===== config.mk =====
export PLATFORM = sky130hd
export DESIGN_NAME = hostApb
export DESIGN_NICKNAME = d
export VERILOG_FILES = /design/src/isaPkg.sv /design/src/corePkg.sv /design/src/hostApb.sv
export SDC_FILE = /design/constraint.sdc
export NUM_CORES = 1
export LEC_CHECK = 0
export BUFFER_PORTS_ARGS = -buffer_cell sky130_fd_sc_hd__buf_4
export CAP_MARGIN = 25
export CORE_MARGIN = 4
export CORE_UTILIZATION = 25
export DETAILED_ROUTE_END_ITERATION = 10
export PLACE_DENSITY = 0.78
export SLEW_MARGIN = 40
export SYNTH_ARGS = -nofsm -noshare
export SYNTH_HDL_FRONTEND = slang
export SYNTH_SLANG_ARGS = --single-unit
export TNS_END_PERCENT = 5

===== constraint.sdc =====
create_clock -name clk -period 1.9 [get_ports clk]
set_clock_uncertainty 0.05 [all_clocks]
set_input_delay 0.19 -clock clk [delete_from_list [all_inputs] [get_ports clk]]
set_output_delay 0.19 -clock clk [all_outputs]
set_load 0.02 [all_outputs]

===== src/isaPkg.sv =====
//########################################
// ISA package
// Opcodes, ALU function codes and the four
// instruction word formats of the core
//########################################
package isaPkg;

	localparam int wordW = 16;
	localparam logic [3:0] rtypeMajor = 4'b1101;  // R-type owns opcodes 1101x

	typedef enum logic [4:0] {
		opHalt  = 5'b00000,
		opNop   = 5'b00001,
		opJ     = 5'b00100,
		opJr    = 5'b00101,
		opAddi  = 5'b01000,
		opSubi  = 5'b01001,
		opXori  = 5'b01010,
		opAndi  = 5'b01011,
		opBeqz  = 5'b01100,
		opBnez  = 5'b01101,
		opSt    = 5'b10000,
		opLd    = 5'b10001,
		opLbi   = 5'b11000,
		opRtype = {rtypeMajor, 1'b0}
	} opcodeT;

	typedef enum logic [2:0] {
		funcAdd, funcSub, funcAnd, funcOr, funcXor, funcSll, funcSrl, funcSlt
	} funcT;

	// First eight follow funcT order
	typedef enum logic [3:0] {
		aluAdd, aluSub, aluAnd, aluOr, aluXor, aluSll, aluSrl, aluSlt, aluPassB
	} aluOpT;

	typedef struct packed {
		opcodeT     opcode;
		logic [2:0] rs;
		logic [2:0] rd;
		logic [4:0] imm;
	} fmtI1T;

	typedef struct packed {
		opcodeT     opcode;
		logic [2:0] rs;
		logic [7:0] imm;
	} fmtI2T;

	typedef struct packed {
		opcodeT      opcode;
		logic [10:0] disp;
	} fmtJT;

	// Func MSB sits in the opcode LSB, so rs lines up with the I formats
	typedef struct packed {
		logic [3:0] major;
		logic       funcHi;
		logic [2:0] rs;
		logic [2:0] rt;
		logic [2:0] rd;
		logic [1:0] funcLo;
	} fmtRT;

	typedef union packed {
		fmtI1T fmtI1;
		fmtI2T fmtI2;
		fmtJT  fmtJ;
		fmtRT  fmtR;
	} instrT;

endpackage

===== src/corePkg.sv =====
//########################################
// Core package
// Memory sizes, control bundle and the
// results passed between stages
//########################################
package corePkg;

	import isaPkg::*;

	localparam int regCount  = 8;
	localparam int imemDepth = 128;
	localparam int dmemDepth = 128;
	localparam int regAddrW  = $clog2(regCount);
	localparam int imemAddrW = $clog2(imemDepth);
	localparam int dmemAddrW = $clog2(dmemDepth);

	typedef struct packed {
		logic  halt;
		logic  jump;
		logic  isType1;       // Immediate from I1, else I2
		logic  signExtend;    // Applies to the 5-bit immediate
		logic  jr;
		logic  branch;
		logic  branchOnZero;  // Set for BEQZ
		logic  memToReg;
		logic  memWrite;
		logic  regWrite;
		logic  aluSrc;        // B operand is the immediate
		aluOpT aluOp;
	} ctrlT;

	typedef struct packed {
		ctrlT                ctrl;
		logic [wordW-1:0]    readData1;
		logic [wordW-1:0]    readData2;
		logic [regAddrW-1:0] dest;
	} decodeOutT;

	typedef struct packed {
		logic [wordW-1:0]    aluResult;
		logic [wordW-1:0]    writeData;
		logic [wordW-1:0]    nextPc;
		logic [regAddrW-1:0] dest;
		logic                regWrite;
		logic                memToReg;
		logic                memWrite;
	} execOutT;

endpackage


===== src/hostApb.sv =====
//########################################
// Host APB slave
// Program load, run control, status and
// readback of registers and data memory
//########################################
module hostApb import corePkg::*, isaPkg::*; (
	input  logic                 clk,
	input  logic                 rstN,
	input  logic                 psel,
	input  logic                 penable,
	input  logic                 pwrite,
	input  logic [11:0]          paddr,
	input  logic [wordW-1:0]     pwdata,
	output logic [wordW-1:0]     prdata,
	output logic                 pready,
	output logic                 pslverr,
	input  logic                 halted,
	output logic                 run,
	output logic                 pcClear,
	output logic                 imemWe,
	output logic [imemAddrW-1:0] imemAddr,
	output logic [wordW-1:0]     imemData,
	output logic [regAddrW-1:0]  regAddr,
	input  logic [wordW-1:0]     regData,
	output logic [dmemAddrW-1:0] dmemAddr,
	input  logic [wordW-1:0]     dmemData
);

	logic wrAccess;
	logic ctrlWrite;
	logic inImem;
	logic inCtrl;
	logic inStatus;
	logic inRegs;
	logic inDmem;

	assign wrAccess = psel & penable & pwrite;  // No wait states

	// Word address map
	assign inImem   = (paddr[11:8] == 4'h0) && !paddr[7];
	assign inCtrl   = (paddr == 12'h100);
	assign inStatus = (paddr == 12'h101);
	assign inRegs   = (paddr[11:8] == 4'h2) && (paddr[7:3] == 5'd0);
	assign inDmem   = (paddr[11:8] == 4'h3) && !paddr[7];

	assign imemWe   = wrAccess & inImem;
	assign imemAddr = paddr[imemAddrW-1:0];
	assign imemData = pwdata;
	assign regAddr  = paddr[regAddrW-1:0];
	assign dmemAddr = paddr[dmemAddrW-1:0];

	assign ctrlWrite = wrAccess & inCtrl;
	assign pcClear   = ctrlWrite & pwdata[0] & ~run;  // Run going 0 to 1

	always_ff @(posedge clk) begin
		if (!rstN) begin
			run <= 1'b0;
		end else if (ctrlWrite) begin
			run <= pwdata[0];
		end
	end

	assign pready  = 1'b1;
	assign pslverr = wrAccess & ~(inImem | inCtrl);  // Read-only or unmapped

	always_comb begin
		prdata = '0;
		if (inCtrl)
			prdata = {{(wordW-1){1'b0}}, run};
		else if (inStatus)
			prdata = {{(wordW-1){1'b0}}, halted};
		else if (inRegs)
			prdata = regData;
		else if (inDmem)
			prdata = dmemData;
	end

endmodule


==> summary.md <==
| Metric | Value |
|---|---|
| Total power | slightly above 200 uW |
| Most used flip-flop cell after synthesis | dfxtp_1 |
| Wirelength, routed | 2.44 mm |
| CP Class | in2out |
| Detailed placer's ending HPWL | about 2.2 mm |
| Core Region | 2250 um^2 |
| HP Class | in2out |
| Power share of the clock group | 0% |
| Starting density of the core | 27.0% |
| Non-Filler Instances | 157 |
| Sw power | 74.7 uW |
| Hold Vio Cnt, Final | 0 |
| Status | finished, final reports clean |
| Worst r2r src | run |
| Cell area after synthesis | 608 um^2 |
| Top reg by flops | run |
| Die area | 3290 um^2 |
| Initial DRC count | 35 |
| Most frequent cells in the layout | buf_4, a22o_2, a22o_1 |
| Maximum clock rate | 553 MHz |
| Mean area per synthesized cell | 8.11 um^2 |
| Sequential element share of the synthesized area | under 10% |
| DR WL/cell | 15.6 um |
| Largest register FFs | 1 |
| Vias in the first global route | 741 |
| Die Ht | 57.3 um |
| Crit path largest cell delay | 0.57 ns |
| Synth Net Count | 141 |
| Fin crit period | 1.81 ns |
| Worst path cell trace | buf_4 > or4_4 > nor3b_4 > buf_12 > a22o_1 > buf_4 |
| WP data required | 1.66 ns |
| Nets | 197 |
| Gate Count Post-Synth | 75 |
| Via count | 744 |
| Slew Viols, Final | 0 |
| First-pass GRT wire length | between 3 and 4 mm |
| Worst EP arrival | 1.57 ns |
| Largest net degree at the start of global routing | 17 |
| DP Area | ~1100 um^2 |
| GRT Util Overall | 13.3% |
| PD cells | 186 nW/um^2 |
| Final core utilization | 48.0% |
| Yosys cell types | 24 |
| Launch point of the worst path | paddr[4] |
| Die Span X | 57.3 um |
| YS warnings | 0 |
| CP Launch Type | input port |
| RSZ-0062 raised after global routing | no |
| Post_cts resized | 0 |
| Final Setup Violations | 0 |
| Ports | 120 |
| Max VDD drop | 124 uV |
| Routed Antenna Nets | 0 |
| Sequential Power Share | 10.6% |
| Vias per Instance | about 4.7 |
| Sw Ratio | 37.0% |
| Setup Buffers After CTS | 0 |
| Synth Register Bits | 1 |
| Antenna violations before repair | 0 |
| FP Rows | 17 |
| P_leak | 0.000578 uW |
| RePlAce Congestion | ~0.9 |
| CTS Hold Bufs | 0 |
| Area growth, synth to finish | 78.0% |
| Max-cap violations | 0 |
| ANT cells | 0 |
| Registers with the most flip-flops | run x1 |
| Pre-antenna DRT Iters | 4 |
| Async SR Flop Fraction | 0% |
| Clk Latency, worst-skew pair | 0 ns |
| Tcrit/Tclk final | roughly 95% |
| Slowest CP cell | or4_4 |
| Layout cells sized above 1 | 82.9% |
| EDFF count, synth | 0 |
| Port Buffers | 88 |
| Most common cell on crit path | buf_4 |
| Crit end category | output pin |
| DRC | 0 |
| Cell internal pwr | 127 uW |
| Critical Path Fanout Max | 16 |
| GR Overflow Total | 0 |
| Final instance area | 1080 um^2 |
| Min-delay src | pwdata[10] |
| Filler instances | 225 |
| Most common cell after layout, fill and taps aside | buf_4 |
| Post-route setup TNS | 0 ns |
| Comb pwr share | 89.4% |
| Cell total after placement | 157 |
## per-layer routing
layer | GRT usage, % | wire length (um) | up-vias
met1 | 14.2 | 769 | 337
met4 | 0.993 | 0 | 0
met2 | 27.6 | 1410 | 54
li1 | - | - | 353
met5 | 0 | 0 | -
met3 | 2.49 | 263 | 0
## critical path: cells and delay by family
family	cells	cell delay, ns
buffers and inverters	3	0.43
AOI/OAI and AO/OA	1	0.14
and+or+nand+nor	2	0.81
## power by group through the flow
| stage | sequential (uW) | clock, uW | combinational, uW |
|---|---|---|---|
| 2_1_floorplan | 21.4 | 0 | 126 |
| 3_3_place_gp | 21.4 | 0 | 178 |
| 3_5_place_dp | 21.4 | 0 | 181 |
| 4_1_cts | 21.4 | 0 | 182 |
| 5_1_grt | 21.4 | 0 | 193 |
| 6_report | 21.4 | 0 | 180 |
## through the flow
step                hold slack [ns]  setup WS (ns)
finish                        0.330         0.0904
global route                  0.330         0.0274
CTS                           0.330         0.0369
detailed placement            0.330         0.0437
global placement              0.330         0.0413
floorplan                     0.282          0.246
## worst paths after layout
check                                     to  slack, ns  depth (start not counted)
worst min-delay path            imemData[10]       0.33                          0
worst max register to register           run       1.26                          2
worst max-delay path               prdata[4]       0.09                          6
worst min register to register           run       0.44                          2
## cells by family (layout without fill, tap and decap cells)
group	count (synthesis)	count (layout)	synth area share, %
multiplexers	2	2	3.29
AO/OA/AOI/OAI	16	16	25.3
other	1	1	0.617
AND/OR/NAND/NOR	18	18	22.2
buffers and inverters	37	91	45.3
flip-flops	1	1	3.29
## area by class of cell
class,instances,area (um^2),area share (%)
timing repair buffer,91,708,65.4
multi-input combinational,37,319,29.5
tap,28,35.0,3.24
sequential,1,20.0,1.85
## synthesized netlist by cell type (all sizes together) (2+ instances only)
cell type  number  area [um^2]
mux2i           2         20.0
or4             2         18.8
nor3            2         10.0
a22o           15          144
nand2           2         7.51
nor4            3         18.8
buf            36          272
No activity file was read; power rests on OpenSTA's default activity.
