**src/isaPkg.sv**
```systemverilog
//########################################
// ISA package
// Opcodes, ALU function codes and the four
// instruction word formats of the core
//########################################
package isaPkg;

	localparam int wordW = 16;
	localparam logic [3:0] rtypeMajor = 4'b1101;  // R-type owns opcodes 1101x

	typedef enum logic [4:0] {
		opHalt  = 5'b00000,
		opNop   = 5'b00001,
		opJ     = 5'b00100,
		opJr    = 5'b00101,
		opAddi  = 5'b01000,
		opSubi  = 5'b01001,
		opXori  = 5'b01010,
		opAndi  = 5'b01011,
		opBeqz  = 5'b01100,
		opBnez  = 5'b01101,
		opSt    = 5'b10000,
		opLd    = 5'b10001,
		opLbi   = 5'b11000,
		opRtype = {rtypeMajor, 1'b0}
	} opcodeT;

	typedef enum logic [2:0] {
		funcAdd, funcSub, funcAnd, funcOr, funcXor, funcSll, funcSrl, funcSlt
	} funcT;

	// First eight follow funcT order
	typedef enum logic [3:0] {
		aluAdd, aluSub, aluAnd, aluOr, aluXor, aluSll, aluSrl, aluSlt, aluPassB
	} aluOpT;

	typedef struct packed {
		opcodeT     opcode;
		logic [2:0] rs;
		logic [2:0] rd;
		logic [4:0] imm;
	} fmtI1T;

	typedef struct packed {
		opcodeT     opcode;
		logic [2:0] rs;
		logic [7:0] imm;
	} fmtI2T;

	typedef struct packed {
		opcodeT      opcode;
		logic [10:0] disp;
	} fmtJT;

	// Func MSB sits in the opcode LSB, so rs lines up with the I formats
	typedef struct packed {
		logic [3:0] major;
		logic       funcHi;
		logic [2:0] rs;
		logic [2:0] rt;
		logic [2:0] rd;
		logic [1:0] funcLo;
	} fmtRT;

	typedef union packed {
		fmtI1T fmtI1;
		fmtI2T fmtI2;
		fmtJT  fmtJ;
		fmtRT  fmtR;
	} instrT;

endpackage
```
**src/corePkg.sv**
```systemverilog
//########################################
// Core package
// Memory sizes, control bundle and the
// results passed between stages
//########################################
package corePkg;

	import isaPkg::*;

	localparam int regCount  = 8;
	localparam int imemDepth = 128;
	localparam int dmemDepth = 128;
	localparam int regAddrW  = $clog2(regCount);
	localparam int imemAddrW = $clog2(imemDepth);
	localparam int dmemAddrW = $clog2(dmemDepth);

	typedef struct packed {
		logic  halt;
		logic  jump;
		logic  isType1;       // Immediate from I1, else I2
		logic  signExtend;    // Applies to the 5-bit immediate
		logic  jr;
		logic  branch;
		logic  branchOnZero;  // Set for BEQZ
		logic  memToReg;
		logic  memWrite;
		logic  regWrite;
		logic  aluSrc;        // B operand is the immediate
		aluOpT aluOp;
	} ctrlT;

	typedef struct packed {
		ctrlT                ctrl;
		logic [wordW-1:0]    readData1;
		logic [wordW-1:0]    readData2;
		logic [regAddrW-1:0] dest;
	} decodeOutT;

	typedef struct packed {
		logic [wordW-1:0]    aluResult;
		logic [wordW-1:0]    writeData;
		logic [wordW-1:0]    nextPc;
		logic [regAddrW-1:0] dest;
		logic                regWrite;
		logic                memToReg;
		logic                memWrite;
	} execOutT;

endpackage

```
**src/fetch.sv**
```systemverilog
//########################################
// Fetch stage
// PC register and instruction memory
//########################################
module fetch import corePkg::*, isaPkg::*; (
	input  logic                 clk,
	input  logic                 rstN,
	input  logic                 run,
	input  logic                 pcClear,
	input  logic                 halt,
	input  logic [wordW-1:0]     nextPc,
	input  logic                 imemWe,
	input  logic [imemAddrW-1:0] imemAddr,
	input  logic [wordW-1:0]     imemData,
	output instrT                instr,
	output logic [wordW-1:0]     incPc,
	output logic                 halted
);

	logic [wordW-1:0] pc;
	logic [wordW-1:0] imem [imemDepth];

	// Byte PC into word memory
	assign instr = imem[pc[imemAddrW:1]];
	assign incPc = pc + 16'd2;

	always_ff @(posedge clk) begin
		if (!rstN) begin
			pc     <= '0;
			halted <= 1'b0;
		end else if (pcClear) begin
			pc     <= '0;
			halted <= 1'b0;
		end else if (run && !halted) begin
			if (halt)
				halted <= 1'b1;  // PC stays on the HALT
			else
				pc <= nextPc;
		end
	end

	always_ff @(posedge clk) begin
		if (imemWe)
			imem[imemAddr] <= imemData;
	end

endmodule

```
**config.mk**
```make
export PLATFORM = sky130hd
export DESIGN_NAME = fetch
export DESIGN_NICKNAME = d
export VERILOG_FILES = /design/src/isaPkg.sv /design/src/corePkg.sv /design/src/fetch.sv
export SDC_FILE = /design/constraint.sdc
export NUM_CORES = 2
export LEC_CHECK = 0
export BUFFER_PORTS_ARGS = -buffer_cell sky130_fd_sc_hd__buf_2
export CORE_ASPECT_RATIO = 1.5
export CORE_MARGIN = 2
export CORE_UTILIZATION = 50
export CTS_BUF_LIST = sky130_fd_sc_hd__clkbuf_8
export CTS_CLUSTER_SIZE = 28
export DETAILED_ROUTE_END_ITERATION = 12
export PLACE_DENSITY_LB_ADDON = 0.12
export SYNTH_ARGS = -nofsm -noshare
export SYNTH_HDL_FRONTEND = slang
export SYNTH_SLANG_ARGS = --single-unit
```
**constraint.sdc**
```tcl
create_clock -name clk -period 7.35 [get_ports clk]
set_input_delay 0.735 -clock clk [delete_from_list [all_inputs] [get_ports clk]]
set_output_delay 0.735 -clock clk [all_outputs]
set_load 0.01 [all_outputs]
```
==> impl_metrics.py <==
metrics = {
    "status": {
        "status": "completed",
    },
    "drt": {
        "via_count": 36273,
        "drt-vias-per-instance": 6.15,
        "routedWlPerCell_microns": 33.9,
        "antenna_left": 0,
        "dr.pass1.iters": 5,
        "route.detailed.drc": 0,
        "first_iter_violations": 4072,
        "wl_microns": 200000,
    },
    "grt": {
        "grt_overflow": 0,
        "track_usage_pct": 25.3,
        "grt_max_degree": 101,
        "grt_first_pass_wirelength_microns": 283000,
        "antenna_found_initial": 22,
        "first_global_vias": 38611,
    },
    "setup_path": {
        "crit_required_ns": 6.61,
        "crit_path_frequent_cell": "mux4_2",
        "reg2reg_depth": 3,
        "setup.worst_path.start_class": "flop",
        "cp_max_fo": 32,
        "crit_buf_inv": 2,
        "r2r_slack_ns": 5.91,
        "timing.critical_path.slowest_stage_cell": "dfxtp_4",
        "worstPathArrival_ns": 4.78,
        "crit_type": "reg -> out",
        "r2r-start": "halted$_SDFFE_PP0P_",
        "cp_top_family": "multiplexers",
        "crit_path_end_kind": "primary output",
        "cpPeakStageDelay_ns": 0.85,
        "path_cells": "buf_4, mux4_2, mux4_2, mux4_2, mux2_2, buf_2",
    },
    "timing": {
        "clock_skew_ns": 0.0186,
        "fmax_mhz": 181,
        "period_minus_slack_ns": 5.52,
        "rsz0062_at_grt": "false",
        "tightest_slew_ns": 1.21,
        "setup_violations": 0,
        "timing.final.crit_share_pct": 75.1,
        "hold_viol_final": 0,
        "maxSlewHeadroom_pct": 19.3,
        "final.setup.tns_ns": 0,
        "slew_viol_final": 0,
        "timing.final.ws_setup_ns": 1.83,
    },
    "power": {
        "power_switching_uw": 4720,
        "clkPwrFrac_pct": 38.6,
        "vdd_drop_max_mv": 0.133,
        "internal_power_uw": 17600,
        "powerDensity_mw_per_mm2": 252,
        "power.share.switching_pct": 21.1,
        "combPwrFrac_pct": 3.0,
        "leakagePower_uw": 0.0269,
        "seqPwrFrac_pct": 58.4,
    },
    "logic_synthesis": {
        "synth_warnings": 0,
        "synth_cell_types": 26,
        "synth_cells": 3189,
        "avgSynthCellArea_sq_um": 24.8,
        "ys_seq_elements": 2072,
        "syn_area_sq_mm": 0.0792,
        "ys_seq_area_share_pct": 78.3,
        "syn-num-nets": 3235,
    },
    "die": {
        "io_pins": 78,
        "die_area_sq_mm": 0.162,
        "initial_utilization_pct": 50.4,
        "die_y_microns": 491,
        "std_cell_rows": 178,
        "core_area_sq_mm": 0.157,
        "die_x_microns": 329,
    },
    "clock_tree": {
        "numCtsBuffers": 312,
        "htreeDepth": 5,
        "clk_latency_ns": 1.01,
        "cts_tree": "done",
        "post_cts_resized": 0,
        "clock_path_buffers": 4,
        "cts.sinks": 2072,
        "root_buffer": "clkbuf_8",
        "clkTransAtPathRegs_ns": 0.06,
    },
    "finish": {
        "final_common_cell": "edfxtp_1",
        "nets": 3656,
        "most-common-layout-cells": "2048 x edfxtp_1, 672 x mux4_2, 320 x clkbuf_8",
        "syn_to_final_growth_pct": 12.2,
        "drive_above_1_share_pct": 35.1,
        "n_fill_cell": 11430,
        "final_util_pct": 56.6,
        "fin_cells": 5899,
    },
    "placement": {
        "placed_cells": 5348,
        "port_buffers": 77,
        "gp_congestion": 0.823,
        "hpwl_microns": 114000,
        "place_ws_ns": 2.78,
    },
    "min_path": {
        "min_path_type": "in -> reg",
        "min-delay-start": "imemData[7]",
        "hold_path_end": "imem[20][7]$_DFFE_PP_",
        "whs_path_depth": 1,
    },
    "flow_run": {
        "drv_cap": 0,
    },
}
==> routing by layer <==
layer / GRT usage, % / up-vias / wire length, microns
met5: 0 / - / 130
met4: 8.38 / 18 / 6070
met3: 4.78 / 338 / 13100
met2: 43.9 / 1424 / 107000
met1: 32.0 / 19822 / 73900
li1: - / 14671 / -
==> synth_stat cells, drive strengths merged <==
master / n / area [sq um]
xor2: 5 / 43.8
nand2b: 3 / 18.8
and3: 3 / 18.8
nor3b: 1 / 7.51
a21oi: 17 / 85.1
or3b: 1 / 8.76
xnor2: 8 / 70.1
nor2b: 7 / 43.8
nand2: 50 / 188
ha: 1 / 12.5
nor2: 125 / 469
nand4: 3 / 18.8
clkbuf: 87 / 327
nand3: 19 / 95.1
buf: 83 / 392
dfxtp: 24 / 480
mux4: 672 / 15100
nor3: 11 / 55.1
or3: 1 / 6.26
mux2: 16 / 180
and4: 2 / 17.5
inv: 2 / 7.51
edfxtp: 2048 / 61500
==> layout make-up <==
class                           instances  area (sq um)  share of cell area (%)
Sequential cell                      2072         62000                    69.8
Multi-Input combinational cell        945         16500                    18.6
Clock buffer                          320          4400                    4.96
Tap cell                             2070          2590                    2.92
Timing Repair Buffer                  277          2130                    2.40
Clock inverter                        209          1150                    1.29
Antenna cell                            4          10.0                  0.0113
Inverter                                2          7.51                 0.00845
==> flip-flops by register name, indices dropped and copies added (netlist names), named ones only <==
register  flops
pc           16
halted        1
imem       2048
==> logic make-up after synthesis <==
logic type                 count (synthesis)  share of synthesized area, %
DFF                                     2072                          78.3
muxes                                    688                          19.3
and+or+nand+nor                          226                          1.20
buffers and inverters                    172                         0.917
AOI/OAI and AO/OA                         17                         0.107
xor gates and xnor gates                  13                         0.144
adders and majority gates                  1                        0.0158
==> what timing repair did <==
| action | in CTS | in global routing |
|---|---|---|
| hold endpoints to repair | 24 | 0 |
| hold buffers | 18 | 0 |
| setup buffers | 0 | 0 |
==> power groups by stage <==
stage / clock network [uW] / registers [uW] / logic, uW
after floorplan: 0 / 13300 / 292
after global placement: 0 / 13300 / 650
after detailed placement: 0 / 13300 / 675
after CTS: 8840 / 13000 / 683
after global routing: 9310 / 13000 / 711
final: 8640 / 13000 / 672
==> worst max path at each step <==
stage	start	to	slack, ns	cells past startpoint
final	flop	instr[3]	1.83	6
after global routing	flop	instr[3]	1.60	6
after CTS	flop	instr[3]	1.65	6
after detailed placement	flop	instr[3]	2.78	6
after global placement	flop	instr[3]	2.80	6
after floorplan	flop	instr[10]	3.91	6
==> metrics by stage <==
step	hold slack, ns	total power, uW	cell area, sq um
finish	0.172	22400	88800
global route	0.125	23100	88800
CTS	0.0638	22600	88800
detailed placement	0.486	14000	83100
global placement	0.448	13900	83100
floorplan	0.437	13600	79200
Note: power is estimated with default switching activity, not from simulation.
