==> src/isaPkg.sv <==
//########################################
// ISA package
// Opcodes, ALU function codes and the four
// instruction word formats of the core
//########################################
package isaPkg;

	localparam int wordW = 16;
	localparam logic [3:0] rtypeMajor = 4'b1101;  // R-type owns opcodes 1101x

	typedef enum logic [4:0] {
		opHalt  = 5'b00000,
		opNop   = 5'b00001,
		opJ     = 5'b00100,
		opJr    = 5'b00101,
		opAddi  = 5'b01000,
		opSubi  = 5'b01001,
		opXori  = 5'b01010,
		opAndi  = 5'b01011,
		opBeqz  = 5'b01100,
		opBnez  = 5'b01101,
		opSt    = 5'b10000,
		opLd    = 5'b10001,
		opLbi   = 5'b11000,
		opRtype = {rtypeMajor, 1'b0}
	} opcodeT;

	typedef enum logic [2:0] {
		funcAdd, funcSub, funcAnd, funcOr, funcXor, funcSll, funcSrl, funcSlt
	} funcT;

	// First eight follow funcT order
	typedef enum logic [3:0] {
		aluAdd, aluSub, aluAnd, aluOr, aluXor, aluSll, aluSrl, aluSlt, aluPassB
	} aluOpT;

	typedef struct packed {
		opcodeT     opcode;
		logic [2:0] rs;
		logic [2:0] rd;
		logic [4:0] imm;
	} fmtI1T;

	typedef struct packed {
		opcodeT     opcode;
		logic [2:0] rs;
		logic [7:0] imm;
	} fmtI2T;

	typedef struct packed {
		opcodeT      opcode;
		logic [10:0] disp;
	} fmtJT;

	// Func MSB sits in the opcode LSB, so rs lines up with the I formats
	typedef struct packed {
		logic [3:0] major;
		logic       funcHi;
		logic [2:0] rs;
		logic [2:0] rt;
		logic [2:0] rd;
		logic [1:0] funcLo;
	} fmtRT;

	typedef union packed {
		fmtI1T fmtI1;
		fmtI2T fmtI2;
		fmtJT  fmtJ;
		fmtRT  fmtR;
	} instrT;

endpackage
==> src/corePkg.sv <==
//########################################
// Core package
// Memory sizes, control bundle and the
// results passed between stages
//########################################
package corePkg;

	import isaPkg::*;

	localparam int regCount  = 8;
	localparam int imemDepth = 128;
	localparam int dmemDepth = 128;
	localparam int regAddrW  = $clog2(regCount);
	localparam int imemAddrW = $clog2(imemDepth);
	localparam int dmemAddrW = $clog2(dmemDepth);

	typedef struct packed {
		logic  halt;
		logic  jump;
		logic  isType1;       // Immediate from I1, else I2
		logic  signExtend;    // Applies to the 5-bit immediate
		logic  jr;
		logic  branch;
		logic  branchOnZero;  // Set for BEQZ
		logic  memToReg;
		logic  memWrite;
		logic  regWrite;
		logic  aluSrc;        // B operand is the immediate
		aluOpT aluOp;
	} ctrlT;

	typedef struct packed {
		ctrlT                ctrl;
		logic [wordW-1:0]    readData1;
		logic [wordW-1:0]    readData2;
		logic [regAddrW-1:0] dest;
	} decodeOutT;

	typedef struct packed {
		logic [wordW-1:0]    aluResult;
		logic [wordW-1:0]    writeData;
		logic [wordW-1:0]    nextPc;
		logic [regAddrW-1:0] dest;
		logic                regWrite;
		logic                memToReg;
		logic                memWrite;
	} execOutT;

endpackage

==> src/decode.sv <==
//########################################
// Decode stage
// Control unit and the register file
//########################################
module decode import corePkg::*, isaPkg::*; (
	input  logic                clk,
	input  logic                rstN,
	input  logic                run,
	input  logic                halted,
	input  instrT               instr,
	input  logic [wordW-1:0]    wbData,
	input  logic [regAddrW-1:0] wbDest,
	input  logic                wbRegWrite,
	output decodeOutT           decodeOut,
	input  logic [regAddrW-1:0] regAddr,
	output logic [wordW-1:0]    regData
);

	ctrlT                ctrl;
	funcT                func;
	logic [regAddrW-1:0] dest;
	logic [wordW-1:0]    regs [regCount];

	assign func = funcT'({instr.fmtR.funcHi, instr.fmtR.funcLo});

	always_comb begin
		ctrl       = '0;
		ctrl.aluOp = aluAdd;
		dest       = instr.fmtI1.rd;
		if (instr.fmtR.major == rtypeMajor) begin
			ctrl.regWrite = 1'b1;
			ctrl.aluOp    = aluOpT'({1'b0, func});
			dest          = instr.fmtR.rd;
		end else begin
			case (instr.fmtI1.opcode)
				opHalt: ctrl.halt = 1'b1;
				opAddi, opSubi, opAndi, opXori: begin
					ctrl.regWrite   = 1'b1;
					ctrl.aluSrc     = 1'b1;
					ctrl.isType1    = 1'b1;
					// Logic ops take a zero-extended immediate
					ctrl.signExtend = (instr.fmtI1.opcode inside {opAddi, opSubi});
					case (instr.fmtI1.opcode)
						opSubi:  ctrl.aluOp = aluSub;
						opAndi:  ctrl.aluOp = aluAnd;
						opXori:  ctrl.aluOp = aluXor;
						default: ctrl.aluOp = aluAdd;
					endcase
				end
				opLd, opSt: begin
					ctrl.aluSrc     = 1'b1;  // Address is rs plus imm5
					ctrl.isType1    = 1'b1;
					ctrl.signExtend = 1'b1;
					ctrl.regWrite   = (instr.fmtI1.opcode == opLd);
					ctrl.memToReg   = (instr.fmtI1.opcode == opLd);
					ctrl.memWrite   = (instr.fmtI1.opcode == opSt);
				end
				opLbi: begin
					ctrl.regWrite = 1'b1;
					ctrl.aluSrc   = 1'b1;
					ctrl.aluOp    = aluPassB;
					dest          = instr.fmtI2.rs;  // LBI writes its rs field
				end
				opBeqz: begin
					ctrl.branch       = 1'b1;
					ctrl.branchOnZero = 1'b1;
				end
				opBnez: ctrl.branch = 1'b1;
				opJ:    ctrl.jump = 1'b1;
				opJr: begin
					ctrl.jr     = 1'b1;
					ctrl.aluSrc = 1'b1;  // Target is rs plus imm8
				end
				default: ;  // NOP and unused opcodes
			endcase
		end
	end

	// Writeback at the retiring edge
	always_ff @(posedge clk) begin
		if (!rstN) begin
			for (int i = 0; i < regCount; i++)
				regs[i] <= '0;
		end else if (run && !halted && wbRegWrite) begin
			regs[wbDest] <= wbData;
		end
	end

	assign decodeOut.ctrl      = ctrl;
	assign decodeOut.readData1 = regs[instr.fmtI1.rs];
	assign decodeOut.readData2 = regs[instr.fmtR.rt];  // rt, or rd of a store
	assign decodeOut.dest      = dest;
	assign regData             = regs[regAddr];

endmodule

==> config.mk <==
export PLATFORM = sky130hd
export DESIGN_NAME = decode
export DESIGN_NICKNAME = d
export VERILOG_FILES = /design/src/isaPkg.sv /design/src/corePkg.sv /design/src/decode.sv
export SDC_FILE = /design/constraint.sdc
export NUM_CORES = 1
export LEC_CHECK = 0
export BUFFER_PORTS_ARGS = -buffer_cell sky130_fd_sc_hd__buf_4
export CORE_MARGIN = 3
export CORE_UTILIZATION = 50
export DETAILED_ROUTE_END_ITERATION = 8
export HOLD_SLACK_MARGIN = 0.08
export PLACE_DENSITY = 0.71
export SYNTH_ARGS = -nofsm -noshare
export SYNTH_HDL_FRONTEND = slang
export SYNTH_SLANG_ARGS = --single-unit
==> constraint.sdc <==
create_clock -name clk -period 2.7 [get_ports clk]
set_input_delay 0.405 -clock clk [delete_from_list [all_inputs] [get_ports clk]]
set_output_delay 0.405 -clock clk [all_outputs]
set_load 0.02 [all_outputs]
==> results_dict.tcl <==
set metrics [dict create \
    hold_viol 0 \
    synth.net_count 543 \
    required_ns 2.30 \
    overflow 0 \
    die_h_um 133 \
    drt_iter0_drc 439 \
    ctsRootBufferMaster "clkbuf_16" \
    clock_power_share_pct 40.6 \
    vias_per_cell 6.12 \
    async_flop_share_pct 0 \
    synthCells 500 \
    seq_area_frac_synth_pct 47.7 \
    holdBufCountCts 0 \
    p_per_area_mw_per_mm2 588 \
    regArea_mm2 0.00384 \
    setup_violations 0 \
    cts_tree "yes" \
    num_antenna_cells 0 \
    critPathLaunchType "input pin" \
    core_mm2 0.0155 \
    maxCapViolCount 0 \
    synth_cell_types 34 \
    numPortBuffers 108 \
    detail-route-antenna-nets 0 \
    ios 109 \
    cts_sinks 128 \
    htreeDepth 4 \
    drive_gt1_share_pct 50.6 \
    rsz0062_at_grt "false" \
    slew_headroom_pct 62.8 \
    dr.pass1.iters 4 \
    area_delta_synth_final_pct 20.8 \
    fill_cells 1103 \
    grt_pass1_vias 5408 \
    vias 5085 \
    yosysWarnings 0 \
    instances_no_fill 831 \
    clk_pin_slew_ns 0.05 \
    cts_buffers 17 \
    cp-end-kind "primary output" \
    top_register "regs" \
    start_util_pct 52.0 \
    dp_cells 799 \
    cp_max_fo 14 \
    grt_first_pass_wirelength_um 31400 \
    die_w_um 133 \
    grt_usage_pct 23.9 \
    internal-power_mw 4.36 \
    fin_crit_sh_pct 82.7 \
    cp.arrival_ns 1.83 \
    synth-main-ff-cell "edfxtp_1" \
    top_regs "regs (128)" \
    cts_resized 0 \
    power_frac_seq_pct 41.6 \
    row_count 45 \
    cts_setup_buffers 0 \
    hold_path.class "in -> reg" \
    routedWlPerCell_um 24.8 \
    ir_worst_vdd_v 0.000456 \
    post-route-drc-count 0 \
    grt_max_degree 34 \
    max_freq_mhz 448 \
    cts_buffer_depth 2 \
    fin_setup_tns_ns 0 \
    critical_path_class "in -> out" \
    wl_um 20600 \
    syn_avg_cell_area_um2 16.1 \
    synth-seq-cells 128 \
    comb_power_share_pct 17.8 \
    drv_slew 0 \
    p_leak_nw 3.54 \
    fin_crit_ns 2.23 \
    globalplace.congestion 0.749 \
    p_sw_share_pct 23.9 \
    outcome "complete, no violations" \
    syn_area_mm2 0.00805 \
    dieArea_mm2 0.0177 \
    synth_edf_count 128 \
    dp_hpwl_um 12600 \
    p_sw_mw 1.37 \
    multi_input_area_mm2 0.00401 \
    tightest_slew_ns 0.557 \
    largest_reg_flops 128 \
    holdPathStages 2 \
    nets 650 \
    antenna_found_initial 0 \
]
[cell families (layout without fill, tap and decap cells)]
group           Yosys count  count (layout)  share of synthesized area (%)
compound gates            5               5                          0.497
xor+xnor                  3               3                          0.326
buf+inv                  42             162                           2.49
flops                   128             128                           47.7
mux                     145             145                           33.7
simple gates            177             177                           15.3
[stage by stage]
stage                     util, %  area, µm²  setup WS [ns]  hold WS (ns)  power, mW
after floorplan                 -       8050          0.529         0.603       3.03
after global placement       58.9       9130          0.484         0.732       3.41
after detailed placement     58.9       9130          0.464         0.739       3.44
after CTS                    62.8       9730          0.457         0.312       5.76
after global routing         62.8       9730          0.415         0.322       5.90
final                        62.8       9730          0.468         0.319       5.72
[cell type report]
cell class	instances	area share (%)
clock buffers	20	4.49
repair buffers	129	10.3
clock inverters	12	1.71
multi-input cells	330	41.2
inverters	1	0.0386
flip-flops and latches	128	39.5
well taps	211	2.71
[Yosys cell counts (3+ instances only)]
library cell  count  share of area [%]
and3_1            3               0.23
buf_1             4               0.19
or2b_1            7               0.65
or3b_2            3               0.33
nor2_1            7               0.33
mux2_2           48                6.7
buf_4             3               0.28
mux4_2           96                 27
clkbuf_1         19               0.89
nor4b_4           4                1.2
edfxtp_1        128                 48
nand2_1           3               0.14
nor3_1            4               0.25
a221o_1           3               0.37
buf_2            11               0.68
and2_1          128                9.9
nand2b_1          5               0.39
[path summary, 6_finish.rpt]
check / startpoint / end
hold / removal: wbData[4] / regs[5][4]$_SDFFCE_PN0P_
setup / recovery: regAddr[0] / regData[9]
[per-layer routing]
metal / wire length [µm] / global-route usage, %
met5: 0 / 0
met4: 399 / 8.37
met3: 1480 / 5.40
met2: 10300 / 38.6
met1: 8390 / 32.1
[critical path: stages]
cell and delay (ns):
buf_4 0.20, buf_12 0.21, mux4_2 0.53, mux2_2 0.30, buf_4 0.16
[layout by cell type (no fill, tap or decap), drive strengths merged]
cell type,instances
buf,129
and2,128
edfxtp,128
mux4,96
mux2,48
clkbuf,20
nor2,7
or2b,7
nor3,6
nand2b,5
nor4b,5
clkinv,5
bufinv,4
or3b,3
and3,3
a221o,3
nand2,3
clkinvlp,3
nand3,2
or3,2
a21oi,2
xor2,2
nor4,2
nor2b,1
and3b,1
xnor2,1
mux2i,1
nand4b,1
inv,1
nand3b,1
[power groups by stage]
stage          sequential [mW]  combinational [mW]  clock, mW
6_report                  2.38                1.02       2.33
5_1_grt                   2.39                1.07       2.44
4_1_cts                   2.38                1.03       2.35
3_5_place_dp              2.42                1.02          0
3_3_place_gp              2.40                1.01          0
2_1_floorplan             2.38               0.652          0
Note: power is estimated with default switching activity, not from simulation.
