===== config.mk =====
export PLATFORM = sky130hd
export DESIGN_NAME = execute
export DESIGN_NICKNAME = d
export VERILOG_FILES = /design/src/isaPkg.sv /design/src/corePkg.sv /design/src/execute.sv
export SDC_FILE = /design/constraint.sdc
export NUM_CORES = 1
export LEC_CHECK = 0
export BUFFER_PORTS_ARGS = -buffer_cell sky130_fd_sc_hd__buf_2
export CORE_MARGIN = 2
export CORE_UTILIZATION = 51
export DETAILED_ROUTE_END_ITERATION = 7
export PLACE_DENSITY = 0.82
export SETUP_SLACK_MARGIN = 0.02
export SLEW_MARGIN = 25
export SYNTH_ARGS = -nofsm -noshare
export SYNTH_HDL_FRONTEND = slang
export SYNTH_SLANG_ARGS = --single-unit

===== constraint.sdc =====
create_clock -name vclk -period 2.75
set_input_delay 0 -clock vclk [all_inputs]
set_output_delay 0 -clock vclk [all_outputs]
set_load 0.02 [all_outputs]

===== src/isaPkg.sv =====
//########################################
// ISA package
// Opcodes, ALU function codes and the four
// instruction word formats of the core
//########################################
package isaPkg;

	localparam int wordW = 16;
	localparam logic [3:0] rtypeMajor = 4'b1101;  // R-type owns opcodes 1101x

	typedef enum logic [4:0] {
		opHalt  = 5'b00000,
		opNop   = 5'b00001,
		opJ     = 5'b00100,
		opJr    = 5'b00101,
		opAddi  = 5'b01000,
		opSubi  = 5'b01001,
		opXori  = 5'b01010,
		opAndi  = 5'b01011,
		opBeqz  = 5'b01100,
		opBnez  = 5'b01101,
		opSt    = 5'b10000,
		opLd    = 5'b10001,
		opLbi   = 5'b11000,
		opRtype = {rtypeMajor, 1'b0}
	} opcodeT;

	typedef enum logic [2:0] {
		funcAdd, funcSub, funcAnd, funcOr, funcXor, funcSll, funcSrl, funcSlt
	} funcT;

	// First eight follow funcT order
	typedef enum logic [3:0] {
		aluAdd, aluSub, aluAnd, aluOr, aluXor, aluSll, aluSrl, aluSlt, aluPassB
	} aluOpT;

	typedef struct packed {
		opcodeT     opcode;
		logic [2:0] rs;
		logic [2:0] rd;
		logic [4:0] imm;
	} fmtI1T;

	typedef struct packed {
		opcodeT     opcode;
		logic [2:0] rs;
		logic [7:0] imm;
	} fmtI2T;

	typedef struct packed {
		opcodeT      opcode;
		logic [10:0] disp;
	} fmtJT;

	// Func MSB sits in the opcode LSB, so rs lines up with the I formats
	typedef struct packed {
		logic [3:0] major;
		logic       funcHi;
		logic [2:0] rs;
		logic [2:0] rt;
		logic [2:0] rd;
		logic [1:0] funcLo;
	} fmtRT;

	typedef union packed {
		fmtI1T fmtI1;
		fmtI2T fmtI2;
		fmtJT  fmtJ;
		fmtRT  fmtR;
	} instrT;

endpackage

===== src/corePkg.sv =====
//########################################
// Core package
// Memory sizes, control bundle and the
// results passed between stages
//########################################
package corePkg;

	import isaPkg::*;

	localparam int regCount  = 8;
	localparam int imemDepth = 128;
	localparam int dmemDepth = 128;
	localparam int regAddrW  = $clog2(regCount);
	localparam int imemAddrW = $clog2(imemDepth);
	localparam int dmemAddrW = $clog2(dmemDepth);

	typedef struct packed {
		logic  halt;
		logic  jump;
		logic  isType1;       // Immediate from I1, else I2
		logic  signExtend;    // Applies to the 5-bit immediate
		logic  jr;
		logic  branch;
		logic  branchOnZero;  // Set for BEQZ
		logic  memToReg;
		logic  memWrite;
		logic  regWrite;
		logic  aluSrc;        // B operand is the immediate
		aluOpT aluOp;
	} ctrlT;

	typedef struct packed {
		ctrlT                ctrl;
		logic [wordW-1:0]    readData1;
		logic [wordW-1:0]    readData2;
		logic [regAddrW-1:0] dest;
	} decodeOutT;

	typedef struct packed {
		logic [wordW-1:0]    aluResult;
		logic [wordW-1:0]    writeData;
		logic [wordW-1:0]    nextPc;
		logic [regAddrW-1:0] dest;
		logic                regWrite;
		logic                memToReg;
		logic                memWrite;
	} execOutT;

endpackage


===== src/execute.sv =====
//########################################
// Execute stage
// Immediates, ALU, branch decision and
// next PC
//########################################
module execute import corePkg::*, isaPkg::*; (
	input  instrT            instr,
	input  logic [wordW-1:0] incPc,
	input  decodeOutT        decodeOut,
	output execOutT          execOut
);

	ctrlT             ctrl;
	logic [wordW-1:0] imm1Ext;
	logic [wordW-1:0] imm2Ext;
	logic [wordW-1:0] immVal;
	logic [wordW-1:0] dispExt;
	logic [wordW-1:0] offset;
	logic [wordW-1:0] opA;
	logic [wordW-1:0] opB;
	logic [wordW-1:0] aluResult;
	logic             rsZero;
	logic             taken;

	assign ctrl = decodeOut.ctrl;

	// Immediate extension
	assign imm1Ext = ctrl.signExtend ? {{11{instr.fmtI1.imm[4]}}, instr.fmtI1.imm}
	                                 : {11'd0, instr.fmtI1.imm};
	assign imm2Ext = {{8{instr.fmtI2.imm[7]}}, instr.fmtI2.imm};
	assign dispExt = {{5{instr.fmtJ.disp[10]}}, instr.fmtJ.disp};
	assign immVal  = ctrl.isType1 ? imm1Ext : imm2Ext;
	assign offset  = ctrl.branch ? immVal : dispExt;  // Byte offset from PC+2

	assign opA = decodeOut.readData1;
	assign opB = ctrl.aluSrc ? immVal : decodeOut.readData2;

	always_comb begin
		case (ctrl.aluOp)
			aluAdd:   aluResult = opA + opB;
			aluSub:   aluResult = opA - opB;
			aluAnd:   aluResult = opA & opB;
			aluOr:    aluResult = opA | opB;
			aluXor:   aluResult = opA ^ opB;
			aluSll:   aluResult = opA << opB[3:0];
			aluSrl:   aluResult = opA >> opB[3:0];
			aluSlt:   aluResult = {15'd0, $signed(opA) < $signed(opB)};
			aluPassB: aluResult = opB;
			default:  aluResult = '0;
		endcase
	end

	// Zero test on rs for BEQZ and BNEZ
	assign rsZero = (opA == '0);
	assign taken  = ctrl.branch & (rsZero == ctrl.branchOnZero);

	always_comb begin
		if (ctrl.jr)
			execOut.nextPc = aluResult;
		else if (taken || ctrl.jump)
			execOut.nextPc = incPc + offset;
		else
			execOut.nextPc = incPc;
	end

	assign execOut.aluResult = aluResult;
	assign execOut.writeData = decodeOut.readData2;  // Store data
	assign execOut.dest      = decodeOut.dest;
	assign execOut.regWrite  = ctrl.regWrite;
	assign execOut.memToReg  = ctrl.memToReg;
	assign execOut.memWrite  = ctrl.memWrite;

endmodule


==> impl_metrics.json <==
{
  "outcome": "complete, but fails checks",
  "violations": "setup timing",
  "avgSynthCellArea_um2": 6.72,
  "cp_top_family": "compound AO/OA/AOI/OAI gates",
  "timing.final.crit_share_pct": 103,
  "final_core_util_pct": 79.8,
  "synth-simple-area-share_pct": 21.8,
  "area_delta_synth_final_pct": 51.5,
  "place_area_mm2": 0.00701,
  "row_count": 36,
  "synthAdderAreaFrac_pct": 16.6,
  "clkbuf_count": 0,
  "dpl.cell_count": 1115,
  "synth.distinct_cells": 69,
  "path_buf_inv": 4,
  "synth.area.mux_share_pct": 12.8,
  "grt_max_degree": 33,
  "grt_overflow": 0,
  "cpPeakStageDelay_ps": 500,
  "grt_pass1_wl_um": 37700,
  "layout_setup_ws_ps": -87.3,
  "ys_seq_area_share_pct": 0,
  "crit_top_cell": "buf_12",
  "start_util_pct": 52.7,
  "drt_wl_total_um": 26200,
  "p_leak_nw": 3.67,
  "seq_cell_count": 0,
  "fmax_mhz": 352,
  "worst_path_max_delay_cell": "or4_4",
  "drc": 0,
  "cts-hold-fix-buffers": 0,
  "die_height_um": 105,
  "synth_warnings": 0,
  "die-area_mm2": 0.0110,
  "antenna_left": 0,
  "synthCells": 770,
  "stdcell_area_mm2": 0.00784,
  "power.density_mw_per_mm2": 293,
  "area.sequential_um2": 0,
  "p_total_mw": 2.29,
  "met2WireLength_um": 11300,
  "drt-initial-drc-count": 1097,
  "hold_class": "in -> out",
  "track_usage_pct": 43.0,
  "grt_antenna_before_repair": 1,
  "cp_max_fo": 10,
  "synth_xor_area_share_pct": 3.39,
  "syn_area_mm2": 0.00517,
  "arrival_ps": 2840,
  "setup_viol": 10,
  "end_kind": "primary output",
  "vias": 7621,
  "grt_pass1_vias": 6935,
  "worst_pin_slew_ps": 910,
  "cap_violations": 0,
  "synth_compound_area_share_pct": 35.0,
  "top_layer": "met4",
  "wire_per_inst_um": 23.1,
  "path_cells": "buf_12 > buf_12 > mux2_4 > inv_4 > ha_4 > or4_4 > o211a_4 > nor2_2 > a221oi_2 > a221oi_1 > o211ai_1 > o21a_2 > buf_2",
  "chipWidth_um": 105,
  "final_net_count": 1147,
  "min_period_ps": 2840,
  "vdd_drop_max_uv": 173,
  "place_congestion": 1.07,
  "stdcell_count": 1132,
  "fin_hold_ws_ps": 0.00775,
  "pin_count": 136,
  "hold_viol_final": 0,
  "wl_met3_um": 3690,
  "final_layout_size_suffix_gt1_share_pct": 42.6,
  "vias_per_cell": 6.73,
  "hpwlAfterDp_um": 19200,
  "synth_top_family_by_area": "compound AO/OA/AOI/OAI gates",
  "slew_violations": 0,
  "slew_headroom_pct": 39.2,
  "port_buffers": 118,
  "critPathKind": "in -> out",
  "syn_nets": 919,
  "core_region_area_mm2": 0.00982,
  "rsz0062_at_grt": "yes",
  "critPathLaunchType": "input pin",
  "required_ps": 2750,
  "hold_path_depth": 0,
  "wl_met1_um": 9450,
  "min_to": "execOut[2]",
  "hold_start": "decodeOut[40]",
  "dr.pass1.iters": 7
}
==> metrics by stage <==
step	TNS, ps	worst slack, ps
2_1_floorplan	-370	-110
3_3_place_gp	-4080	-413
3_5_place_dp	-4670	-451
4_1_cts	-51.2	-20.7
5_1_grt	-1320	-167
6_report	-408	-87.3
==> kinds of logic (layout without fill, tap and decap cells) <==
kind of cell / after synthesis / after routing
other: 0 / 3
muxes: 60 / 60
buffers and inverters: 116 / 342
AOI/OAI and AO/OA: 266 / 266
adders and majority gates: 67 / 67
xor gates and xnor gates: 20 / 20
and+or+nand+nor: 241 / 241
==> power breakdown <==
part / leakage (nW) / switching, mW / internal (mW) / total [mW]
Clock: 0.0000172 / 0 / 0.000000233 / 0.000000233
Sequential: 0 / 0 / 0 / 0
Combinational: 3.67 / 1.29 / 1.01 / 2.29
==> cell usage in the layout, fill, tap and decap left out, types with 13 or more instances in the layout <==
master,Yosys,routed
mux2i_1,47,45
inv_1,49,44
o21ai_0,57,39
buf_4,22,166
o21a_1,17,14
a21o_1,13,13
nand3_1,17,15
ha_1,64,46
nand2_1,85,82
ha_4,0,13
nor2_1,64,59
buf_6,1,16
a21oi_1,51,39
o211ai_1,13,13
buf_2,6,104
==> area by class of cell <==
class / instances / area [um^2]
timing repair buffer: 290 / 2020
fill: 648 / 1980
tap: 133 / 166
multi-input combinational: 654 / 5440
antenna: 3 / 7.51
inverter: 52 / 200
==> worst max path at each step <==
stage	startpoint	endpoint	slack, ps	depth (start not counted)
2_1_floorplan	decodeOut[39]	execOut[17]	-110	12
3_3_place_gp	decodeOut[47]	execOut[21]	-410	16
3_5_place_dp	decodeOut[47]	execOut[21]	-450	16
4_1_cts	decodeOut[39]	execOut[6]	-20	15
5_1_grt	decodeOut[46]	execOut[6]	-170	17
6_report	decodeOut[39]	execOut[17]	-90	13
==> metal layers <==
layer  GRT usage (%)  vias up
met5               0        -
li1                -     3302
met1            55.9     3449
met2            67.9      688
met4            17.9        0
met3            10.2      182
==> what timing repair did <==
item                       4_1_cts  5_1_grt
setup buffers                    4       11
pin swaps                       29       51
setup endpoints to repair       22       22
gates resized for setup         79       80
==> synthesized netlist by cell type (5+ instances only) <==
cell / instances / area (um^2)
a221o_1: 8 / 80.1
nor4_1: 9 / 56.3
o22ai_1: 9 / 56.3
o211ai_1: 13 / 97.6
nor2b_1: 7 / 43.8
xnor2_1: 12 / 105
nand2_1: 85 / 319
nand4_1: 5 / 31.3
clkbuf_1: 32 / 120
ha_1: 64 / 801
a21oi_1: 51 / 255
nand3_1: 17 / 85.1
o21a_1: 17 / 128
a211oi_1: 11 / 82.6
nand2b_1: 9 / 56.3
mux2i_1: 47 / 470
nor3_1: 15 / 75.1
and3_1: 5 / 31.3
a21o_1: 13 / 97.6
nor2_1: 64 / 240
a31oi_1: 13 / 81.3
xor2_1: 8 / 70.1
o21ai_0: 57 / 285
buf_4: 22 / 165
a221oi_1: 10 / 87.6
a22oi_1: 8 / 60.1
buf_2: 6 / 30.0
o31ai_1: 9 / 67.6
inv_1: 49 / 184
mux2_2: 8 / 90.1
(Power assumes the default switching activity.)
